[src/logic/cdb_pkg.sv]
`default_nettype none

// shared widths and types for the result writeback path
package cdb_pkg;

    // result value width
    localparam int DATA_W = 32;

    // physical register tag, 64 tags
    localparam int TAG_W = 6;

    localparam int UNIT_COUNT = 4; // alu0, alu1, lsu, mdu

    // bus slots per cycle, the arbiter is built around two
    localparam int CDB_COUNT = 2;

    typedef logic [DATA_W-1:0] data_t;

    typedef logic [TAG_W-1:0] tag_t;

    // source unit index, also the rotating pointer
    typedef logic [1:0] unit_idx_t;

endpackage

`default_nettype wire
[src/logic/cdb_top.sv]
`default_nettype none

// result writeback path: four unit queues, cdb arbiter, tag scoreboard
module cdb_top import cdb_pkg::*; #(
    parameter int QUEUE_DEPTH = 4
) (
    input  logic  clk,
    input  logic  arst_n_i,
    input  logic  flush_i,

    // per unit results, unit 0/1 alu, 2 lsu, 3 mdu
    input  logic  res_valid_i [UNIT_COUNT],
    input  tag_t  res_tag_i   [UNIT_COUNT],
    input  data_t res_data_i  [UNIT_COUNT],
    input  logic  res_wreg_i  [UNIT_COUNT],
    output logic  res_ready_o [UNIT_COUNT],

    input  logic  alloc_valid_i,
    input  tag_t  alloc_tag_i,

    input  tag_t  qry_tag_i   [2],
    output logic  qry_ready_o [2],

    output logic  cdb_valid_o [CDB_COUNT],
    output tag_t  cdb_tag_o   [CDB_COUNT],
    output data_t cdb_data_o  [CDB_COUNT],
    output logic  cdb_wreg_o  [CDB_COUNT]
);

    // queue heads toward the arbiter
    logic  head_valid [UNIT_COUNT];
    tag_t  head_tag   [UNIT_COUNT];
    data_t head_data  [UNIT_COUNT];
    logic  head_wreg  [UNIT_COUNT];
    logic  head_pop   [UNIT_COUNT];

    for (genvar u = 0; u < UNIT_COUNT; u++) begin : g_queue
        result_queue #(
            .QUEUE_DEPTH(QUEUE_DEPTH)
        ) u_result_queue (
            .clk(clk),
            .arst_n_i(arst_n_i),
            .flush_i(flush_i),

            .push_valid_i(res_valid_i[u]),
            .push_tag_i(res_tag_i[u]),
            .push_data_i(res_data_i[u]),
            .push_wreg_i(res_wreg_i[u]),
            .push_ready_o(res_ready_o[u]),

            .pop_i(head_pop[u]),
            .head_valid_o(head_valid[u]),
            .head_tag_o(head_tag[u]),
            .head_data_o(head_data[u]),
            .head_wreg_o(head_wreg[u])
        );
    end

    cdb_arbiter u_cdb_arbiter (
        .clk(clk),
        .arst_n_i(arst_n_i),
        .flush_i(flush_i),

        .head_valid_i(head_valid),
        .head_tag_i(head_tag),
        .head_data_i(head_data),
        .head_wreg_i(head_wreg),
        .pop_o(head_pop),

        .cdb_valid_o(cdb_valid_o),
        .cdb_tag_o(cdb_tag_o),
        .cdb_data_o(cdb_data_o),
        .cdb_wreg_o(cdb_wreg_o)
    );

    // scoreboard listens to the registered bus slots
    tag_scoreboard u_tag_scoreboard (
        .clk(clk),
        .arst_n_i(arst_n_i),
        .flush_i(flush_i),

        .alloc_valid_i(alloc_valid_i),
        .alloc_tag_i(alloc_tag_i),

        .cdb_valid_i(cdb_valid_o),
        .cdb_tag_i(cdb_tag_o),
        .cdb_wreg_i(cdb_wreg_o),

        .qry_tag_i(qry_tag_i),
        .qry_ready_o(qry_ready_o)
    );

endmodule

`default_nettype wire

[src/logic/tag_scoreboard.sv]
`default_nettype none

// one ready bit per physical tag
// alloc clears, a writing broadcast sets, alloc wins on the same tag
module tag_scoreboard import cdb_pkg::*; (
    input  logic clk,
    input  logic arst_n_i,
    input  logic flush_i,

    input  logic alloc_valid_i,
    input  tag_t alloc_tag_i,

    input  logic cdb_valid_i [CDB_COUNT],
    input  tag_t cdb_tag_i   [CDB_COUNT],
    input  logic cdb_wreg_i  [CDB_COUNT],

    input  tag_t qry_tag_i   [2],
    output logic qry_ready_o [2]
);

    localparam int TAG_COUNT = 1 << TAG_W;
    localparam int QRY_COUNT = 2;

    logic [TAG_COUNT-1:0] ready_q;
    logic                 cdb_write [CDB_COUNT];

    always_comb begin
        for (int s = 0; s < CDB_COUNT; s++) begin
            cdb_write[s] = cdb_valid_i[s] && cdb_wreg_i[s]; // only register writes wake
        end
    end

    always_ff @(posedge clk or negedge arst_n_i) begin
        if (!arst_n_i) begin
            ready_q <= '1;
        end else if (flush_i) begin
            ready_q <= '1; // nothing is pending after a flush
        end else begin
            for (int s = 0; s < CDB_COUNT; s++) begin
                if (cdb_write[s]) begin
                    ready_q[cdb_tag_i[s]] <= 1'b1;
                end
            end
            // last assignment wins, so alloc beats a broadcast of the same tag
            if (alloc_valid_i) begin
                ready_q[alloc_tag_i] <= 1'b0;
            end
        end
    end

    // stored bit plus same cycle forward from the bus
    always_comb begin
        for (int q = 0; q < QRY_COUNT; q++) begin
            qry_ready_o[q] = ready_q[qry_tag_i[q]];
            for (int s = 0; s < CDB_COUNT; s++) begin
                if (cdb_write[s] && (cdb_tag_i[s] == qry_tag_i[q])) begin
                    qry_ready_o[q] = 1'b1;
                end
            end
        end
    end

endmodule

`default_nettype wire

[src/logic/cdb_arbiter.sv]
`default_nettype none

// two slot cdb arbiter with rotating priority
// slot 0 gets the first ready head at or after the pointer, slot 1 the next one
module cdb_arbiter import cdb_pkg::*; (
    input  logic  clk,
    input  logic  arst_n_i,
    input  logic  flush_i,

    input  logic  head_valid_i [UNIT_COUNT],
    input  tag_t  head_tag_i   [UNIT_COUNT],
    input  data_t head_data_i  [UNIT_COUNT],
    input  logic  head_wreg_i  [UNIT_COUNT],
    output logic  pop_o        [UNIT_COUNT],

    output logic  cdb_valid_o  [CDB_COUNT],
    output tag_t  cdb_tag_o    [CDB_COUNT],
    output data_t cdb_data_o   [CDB_COUNT],
    output logic  cdb_wreg_o   [CDB_COUNT]
);

    unit_idx_t ptr_q;   // highest priority unit
    unit_idx_t ptr_d;
    unit_idx_t scan_idx;

    unit_idx_t sel_idx   [CDB_COUNT];
    logic      sel_found [CDB_COUNT];

    // walk the units starting at the pointer, take the first two non-empty
    always_comb begin
        sel_found[0] = 1'b0;
        sel_found[1] = 1'b0;
        sel_idx[0]   = ptr_q;
        sel_idx[1]   = ptr_q;
        scan_idx     = ptr_q;
        for (int k = 0; k < UNIT_COUNT; k++) begin
            scan_idx = ptr_q + unit_idx_t'(k); // wraps at UNIT_COUNT
            if (head_valid_i[scan_idx]) begin
                if (!sel_found[0]) begin
                    sel_found[0] = 1'b1;
                    sel_idx[0]   = scan_idx;
                end else if (!sel_found[1]) begin
                    sel_found[1] = 1'b1;
                    sel_idx[1]   = scan_idx;
                end
            end
        end
    end

    // one pop per granted queue, the two slots never pick the same unit
    always_comb begin
        for (int u = 0; u < UNIT_COUNT; u++) begin
            pop_o[u] = (sel_found[0] && (sel_idx[0] == unit_idx_t'(u)))
                    || (sel_found[1] && (sel_idx[1] == unit_idx_t'(u)));
        end
    end

    // pointer moves past the last granted unit
    always_comb begin
        ptr_d = ptr_q;
        if (sel_found[1]) begin
            ptr_d = sel_idx[1] + unit_idx_t'(1);
        end else if (sel_found[0]) begin
            ptr_d = sel_idx[0] + unit_idx_t'(1);
        end
    end

    always_ff @(posedge clk or negedge arst_n_i) begin
        if (!arst_n_i) begin
            ptr_q <= '0;
            for (int s = 0; s < CDB_COUNT; s++) begin
                cdb_valid_o[s] <= 1'b0;
            end
        end else if (flush_i) begin
            ptr_q <= '0;
            for (int s = 0; s < CDB_COUNT; s++) begin
                cdb_valid_o[s] <= 1'b0; // bus is quiet the cycle after a flush
            end
        end else begin
            ptr_q <= ptr_d;
            for (int s = 0; s < CDB_COUNT; s++) begin
                cdb_valid_o[s] <= sel_found[s];
            end
        end
    end

    // slot payload, only meaningful with cdb_valid_o
    always_ff @(posedge clk) begin
        for (int s = 0; s < CDB_COUNT; s++) begin
            if (sel_found[s]) begin
                cdb_tag_o[s]  <= head_tag_i[sel_idx[s]];
                cdb_data_o[s] <= head_data_i[sel_idx[s]];
                cdb_wreg_o[s] <= head_wreg_i[sel_idx[s]];
            end
        end
    end

endmodule

`default_nettype wire

[src/logic/result_queue.sv]
`default_nettype none

// per unit result fifo, no bypass, doubles as the pipeline register
// between an execution unit and the cdb
module result_queue import cdb_pkg::*; #(
    parameter int QUEUE_DEPTH = 4
) (
    input  logic  clk,
    input  logic  arst_n_i,
    input  logic  flush_i,

    input  logic  push_valid_i,
    input  tag_t  push_tag_i,
    input  data_t push_data_i,
    input  logic  push_wreg_i,
    output logic  push_ready_o,

    input  logic  pop_i,
    output logic  head_valid_o,
    output tag_t  head_tag_o,
    output data_t head_data_o,
    output logic  head_wreg_o
);

    localparam int PTR_W = $clog2(QUEUE_DEPTH);
    localparam int CNT_W = PTR_W + 1;

    tag_t  tag_mem  [QUEUE_DEPTH];
    data_t data_mem [QUEUE_DEPTH];
    logic  wreg_mem [QUEUE_DEPTH];

    logic [PTR_W-1:0] wr_ptr_q;
    logic [PTR_W-1:0] rd_ptr_q;
    logic [CNT_W-1:0] count_q;

    logic push_fire;
    logic pop_fire;

    assign push_ready_o = (count_q != CNT_W'(QUEUE_DEPTH)); // not full
    assign head_valid_o = (count_q != '0);
    assign push_fire    = push_valid_i && push_ready_o;
    assign pop_fire     = pop_i && head_valid_o;

    // oldest entry
    assign head_tag_o  = tag_mem[rd_ptr_q];
    assign head_data_o = data_mem[rd_ptr_q];
    assign head_wreg_o = wreg_mem[rd_ptr_q];

    always_ff @(posedge clk) begin
        if (push_fire) begin
            tag_mem[wr_ptr_q]  <= push_tag_i;
            data_mem[wr_ptr_q] <= push_data_i;
            wreg_mem[wr_ptr_q] <= push_wreg_i;
        end
    end

    always_ff @(posedge clk or negedge arst_n_i) begin
        if (!arst_n_i) begin
            wr_ptr_q <= '0;
            rd_ptr_q <= '0;
            count_q  <= '0;
        end else if (flush_i) begin
            wr_ptr_q <= '0; // drop everything in flight
            rd_ptr_q <= '0;
            count_q  <= '0;
        end else begin
            if (push_fire) begin
                wr_ptr_q <= wr_ptr_q + PTR_W'(1); // wraps, depth is a power of two
            end
            if (pop_fire) begin
                rd_ptr_q <= rd_ptr_q + PTR_W'(1);
            end
            if (push_fire && !pop_fire) begin
                count_q <= count_q + CNT_W'(1);
            end else if (pop_fire && !push_fire) begin
                count_q <= count_q - CNT_W'(1);
            end
        end
    end

endmodule

`default_nettype wire

[config.mk]
export PLATFORM = sky130hd
export DESIGN_NAME = cdb_top
export DESIGN_NICKNAME = d
export VERILOG_FILES = /design/src/logic/cdb_pkg.sv /design/src/logic/cdb_top.sv /design/src/logic/tag_scoreboard.sv /design/src/logic/cdb_arbiter.sv /design/src/logic/result_queue.sv
export SDC_FILE = /design/constraint.sdc
export NUM_CORES = 1
export LEC_CHECK = 0
export BUFFER_PORTS_ARGS = -buffer_cell sky130_fd_sc_hd__buf_2
export CORE_ASPECT_RATIO = 1.2
export CORE_MARGIN = 2
export CORE_UTILIZATION = 60
export CTS_CLUSTER_DIAMETER = 120
export DETAILED_ROUTE_END_ITERATION = 16
export PLACE_DENSITY = 0.8
export SLEW_MARGIN = 20
export SYNTH_ARGS = -nofsm -noshare
export SYNTH_HDL_FRONTEND = slang
export SYNTH_SLANG_ARGS = --single-unit
[constraint.sdc]
create_clock -name clk -period 4 [get_ports clk]
set_clock_uncertainty 0.05 [all_clocks]
set_input_delay 0.6 -clock clk [delete_from_list [all_inputs] [get_ports clk]]
set_output_delay 0.6 -clock clk [all_outputs]
set_load 0.005 [all_outputs]
=== Word level (Yosys, flattened, before mapping) ===
Memories as Yosys holds them, arrays and structs flattened.
Cells that the tools add are included.

* Flip-flop bits (word level): 174
* Memory bits (writable): 624
* Output and inout bits: 86
* Logic and storage cells: 266
* Memories: 12

* Add/subtract/negate cells: 21
* Magnitude comparators: 14
* Equality and inequality tests: 14
* Multiplexer cells: 109
* Bitwise gates (word level): 10
* Reductions and logical operators: 64

{| class="wikitable"
|+ Memory list
! name !! words !! width !! read ports !! clocked after memory_dff !! write ports !! RTL line !! source
|-
| g_queue[0].u_result_queue.data_mem || 4 || 32 || 1 || 0 || 1 || result_queue.sv:29 || <nowiki>data_t data_mem [QUEUE_DEPTH];</nowiki>
|-
| g_queue[1].u_result_queue.data_mem || 4 || 32 || 1 || 0 || 1 || result_queue.sv:29 ||
|-
| g_queue[2].u_result_queue.data_mem || 4 || 32 || 1 || 0 || 1 || result_queue.sv:29 ||
|-
| g_queue[3].u_result_queue.data_mem || 4 || 32 || 1 || 0 || 1 || result_queue.sv:29 ||
|-
| g_queue[0].u_result_queue.tag_mem || 4 || 6 || 1 || 0 || 1 || result_queue.sv:28 || <nowiki>tag_t tag_mem [QUEUE_DEPTH];</nowiki>
|-
| g_queue[1].u_result_queue.tag_mem || 4 || 6 || 1 || 0 || 1 || result_queue.sv:28 ||
|-
| 6 more memories || n/a || n/a || n/a || n/a || n/a || n/a ||
|}

{| class="wikitable"
|+ Operator list
! cell !! count
|-
| 2-to-1 mux 64 bit || 6
|-
| binary-select mux 32 bit (select 2 bit) || 2
|-
| 2-to-1 mux 32 bit || 4
|-
| OR 64 bit || 2
|-
| 2-to-1 mux 2 bit || 33
|-
| bitwise AND 64 bit || 1
|-
| NOT 64 bit || 1
|-
| 2-to-1 mux 3 bit || 12
|-
| less-than comparator 6 x 7 -> 1 bit, second input constant || 5
|-
| logical AND 1 bit || 33
|-
| 2-to-1 mux 1 bit || 32
|-
| nonzero test 3 bit || 9
|-
| binary-select mux 6 bit (select 2 bit) || 2
|-
| == test 6 bit || 4
|-
| 2-to-1 mux 6 bit || 4
|-
| adder 2 x 1 -> 2 bit, second input constant || 11
|-
| demux 1 bit (select 6 bit) || 3
|-
| greater-or-equal comparator 3 bit, second input constant || 6
|-
| greater-or-equal comparator 6 x 1 -> 1 bit, second input constant || 3
|-
| NOT 2 -> 3 bit || 6
|-
| nonzero test 2 bit || 8
|-
| adder 3 x 1 -> 3 bit, second input constant || 4
|-
| binary-select mux 1 bit (select 2 bit) || 6
|-
| binary-select mux 1 bit (select 6 bit) || 2
|-
| 9 further kinds || 33
|}

=== Logic depth before layout (Yosys ltp) ===
* Word-level depth: 22
* Depth in mapped cells: 10

=== Modules after synthesis ===
Synthesis repeated with hierarchy kept, for this count alone.

* Cell total of the unflattened synthesis: 2187
* Area total of the unflattened synthesis: 35178.7 sq um

{| class="wikitable"
|+ By module, submodules not included
! module !! instances !! cells each !! area each (sq um) !! seq. area each (sq um)
|-
| result_queue || 4 || 265 || 6175.9 || 4859.7
|-
| cdb_arbiter || 1 || 615 || 5476.5 || 2442.3
|-
| tag_scoreboard || 1 || 512 || 4998.5 || 1681.6
|}

=== Least setup slack after synthesis ===
OpenSTA, ideal clock, no wires.

* Path kind: reg2reg
* Start point: reg g_queue[3].u_result_queue.count_q[0]
* End point: reg u_cdb_arbiter.cdb_data_o[0] in the netlist's numbering (enable)
* Arrival: 2.907 ns
* Path slack: 0.589 ns
* Cell stages (with the launch flop): 7
* Path buffers: 2
* Period minus slack after synthesis: 3.411 ns
* Cell sequence: dfrtp_1 -> nor3_1 -> buf_2 -> buf_2 -> nand2_1 -> o21ai_0 -> a22oi_1

{| class="wikitable"
|+ RTL lines
! what !! RTL line !! source
|-
| from (decl) || result_queue.sv:34 || <nowiki>logic [CNT_W-1:0] count_q;</nowiki>
|-
| from (signal assigned) || result_queue.sv:74 || <nowiki>count_q <= count_q + CNT_W'(1);</nowiki>
|-
| from (signal assigned) || result_queue.sv:76 || <nowiki>count_q <= count_q - CNT_W'(1);</nowiki>
|-
| to (signal, indexed assignment) || cdb_arbiter.sv:92 || <nowiki>cdb_data_o[s] <= head_data_i[sel_idx[s]];</nowiki>
|-
| to (decl) || cdb_arbiter.sv:18 || <nowiki>output data_t cdb_data_o [CDB_COUNT],</nowiki>
|}

==> results.json <==
{
  "critPathLaunchType": "input port",
  "arrival_ns": 3.05,
  "cts_buffer_depth": 3,
  "num_io_pins": 268,
  "synth_enable_flop_cells": 702,
  "grt_pass1_wl_um": 142000,
  "tritoncts": "built",
  "r2r_cells": 9,
  "setup_tns_ns": 0,
  "grt_pass1_vias": 21900,
  "hold-path-cell-count": 1,
  "path_clk_slew_ns": 0.06,
  "routed_wl_um": 98200,
  "hold_path_end": "g_queue[0].u_result_queue.data_mem[0][19]",
  "design.core.area_sq_um": 57300,
  "synth_area_per_cell_sq_um": 16.9,
  "synthesis.nets": 2262,
  "vdd_ir_drop_max_mv": 1.22,
  "critPathMaxStageDelay_ns": 0.63,
  "grt_antenna_before_repair": 15,
  "port_buffers": 267,
  "dieArea_sq_um": 60000,
  "ys_ff_latch": 798,
  "nets": 2503,
  "cts_max_level": 3,
  "slowest_stage": "mux4_1",
  "syn_inst": 2060,
  "slew_viol_final": 0,
  "path_cells": "buf_2 -> mux4_1 -> mux4_2 -> mux4_2 -> or3_1 -> buf_2",
  "ys.flop_type": "edfxtp_1",
  "rr_startpoint": "g_queue[0].u_result_queue.count_q[1]",
  "firstDrtPassIters": 8,
  "final_common_cell": "edfxtp_1",
  "clock_sinks": 798,
  "ys_warn_count": 0,
  "post-route-period-util_pct": 92.5,
  "leakagePower_nw": 13.3,
  "num_rows": 96,
  "cp-end-kind": "primary output",
  "vias_per_cell": 6.97,
  "grt_max_degree": 157,
  "start_util_pct": 60.7,
  "hp-start": "res_data_i[115]",
  "rsz0062_at_grt": "no",
  "pwr_density_cell_nw_per_um2": 809,
  "cts_buffers": 77,
  "area_growth_pct": 13.7,
  "worstPathRequired_ns": 3.35,
  "clock_latency_ns": 0.64,
  "tightest_slew_ns": 1.09,
  "path_class": "in2out",
  "path_delay_family": "multiplexers",
  "fin_crit_ns": 3.70,
  "dieHeight_um": 268,
  "num_vias": 21700,
  "drc": 0,
  "slew_headroom_pct": 27.0,
  "max_freq_ghz": 0.270,
  "grt_util_all_layers_pct": 32.9,
  "wl_per_cell_um": 31.5,
  "overflow": 0,
  "r2r-end": "g_queue[1].u_result_queue.count_q[2]",
  "fin_hold_ws_ns": 0.118,
  "synthArstFlopShare_pct": 12.0,
  "drt-initial-drc-count": 2581,
  "rrSetupSlack_ns": 0.48,
  "maxCapViolCount": 0,
  "worstPathMaxFanout": 18,
  "outcome": "finished clean",
  "num-fill-cells": 3512,
  "critPathBufInv": 2,
  "finalSetupViolations": 0,
  "final_antenna_net_count": 0,
  "cts_root_buf": "clkbuf_16",
  "hold_class": "in2reg",
  "dp_hpwl_um": 63900,
  "drive_gt1_share_pct": 34.1,
  "synth-seq-area-share_pct": 67.7,
  "synth.distinct_cells": 64,
  "hold_viol_final": 0,
  "netlist_area_sq_um": 34800,
  "gp_congestion": 0.949,
  "final_cell_mix": "702 x edfxtp_1, 265 x buf_2, 178 x mux4_2, 109 x nand2_1",
  "die_x_um": 224
}
cells by family after synthesis:
kind of cell | share of synthesized area (%)
xor gates and xnor gates | 1.08
adders and majority gates | 0.863
buffers and inverters | 2.26
AOI/OAI and AO/OA | 8.85
and+or+nand+nor | 6.34
DFF | 67.7
muxes | 12.9
layout make-up:
type	count	area [sq um]	area share, %
repair buffers	323	1840	4.65
inverters	23	86.3	0.218
well taps	735	920	2.32
diodes	17	42.5	0.108
flip-flops and latches	798	23600	59.6
clock inverters	43	470	1.19
clock buffers	98	2050	5.17
multi-input cells	1078	10600	26.8
Yosys cell counts (8+ instances only):
master,count,area [sq um]
nor2_1,50,188
a211oi_1,14,105
a221oi_1,32,280
and2_1,10,62.6
or3_1,10,62.6
clkbuf_1,123,462
nor3_1,24,120
and3_1,61,382
buf_2,21,105
nand2_1,110,413
ha_1,16,200
a21boi_0,78,586
xnor2_1,11,96.3
nor3b_1,10,75.1
nand3_1,16,80.1
nand2b_1,30,188
nand3b_1,8,60.1
xor2_1,30,263
a31o_2,40,350
dfrtp_1,32,801
o22ai_1,60,375
mux4_2,178,4010
or3b_2,8,70.1
a222oi_1,39,390
o32a_1,39,390
or2_2,40,250
o21ai_0,16,80.1
a21oi_1,50,250
edfxtp_1,702,21100
dfstp_2,64,1680
inv_1,23,86.3
mux4_1,16,420
layer usage:
layer	vias up	GRT usage, %	part of all wire (%)
li1	8951	-	-
met1	11000	38.6	33
met2	1450	55.3	50
met3	328	7.02	9.7
met4	4	21.7	7.6
met5	-	0	0.027
repair_timing:
action / in CTS / in global routing
hold buffers: 1 / 0
buffers inserted: 0 / 0
endpoints found under the hold margin: 4 / 0
gates resized for setup: 0 / 0
per-stage QoR:
step	instances	utilization, %	total power [mW]	setup slack, ns	cell area [sq um]
floorplan	2060	-	20.0	0.589	34800
global placement	2956	64.6	23.9	0.335	37000
detailed placement	2956	64.6	24.4	0.291	37000
CTS	3098	69.0	31.7	0.302	39500
global route	3107	69.0	33.1	0.188	39500
finish	3115	69.0	32.0	0.300	39600
flip-flops by register name, summed over array words and instances, names as in the netlist, 8 cells and up:
register,count
g_queue.u_result_queue.count_q,12
g_queue.u_result_queue.data_mem,512
g_queue.u_result_queue.rd_ptr_q,8
g_queue.u_result_queue.tag_mem,96
g_queue.u_result_queue.wr_ptr_q,8
g_queue.u_result_queue.wreg_mem,16
u_cdb_arbiter.cdb_data_o,64
u_cdb_arbiter.cdb_tag_o,12
u_tag_scoreboard.ready_q,64
worst max path at each step:
stage / from / endpoint / slack [ns] / cells past startpoint
finish: qry_tag_i[6] / qry_ready_o[1] / 0.30 / 6
CTS: qry_tag_i[6] / qry_ready_o[1] / 0.30 / 6
global route: qry_tag_i[6] / qry_ready_o[1] / 0.19 / 6
detailed placement: qry_tag_i[6] / qry_ready_o[1] / 0.29 / 6
floorplan: g_queue[3].u_result_queue.count_q[0] / u_cdb_arbiter.cdb_data_o[0] / 0.59 / 6
global placement: qry_tag_i[6] / qry_ready_o[1] / 0.33 / 6
power breakdown:
part | internal (mW) | total, mW | switching, mW | leakage, nW
Clock | 4.12 | 7.27 | 3.15 | 1.21
Combinational | 5.06 | 12.7 | 7.63 | 4.50
Sequential | 11.0 | 12.0 | 1.06 | 7.61
No activity file was read; power rests on OpenSTA's default activity.
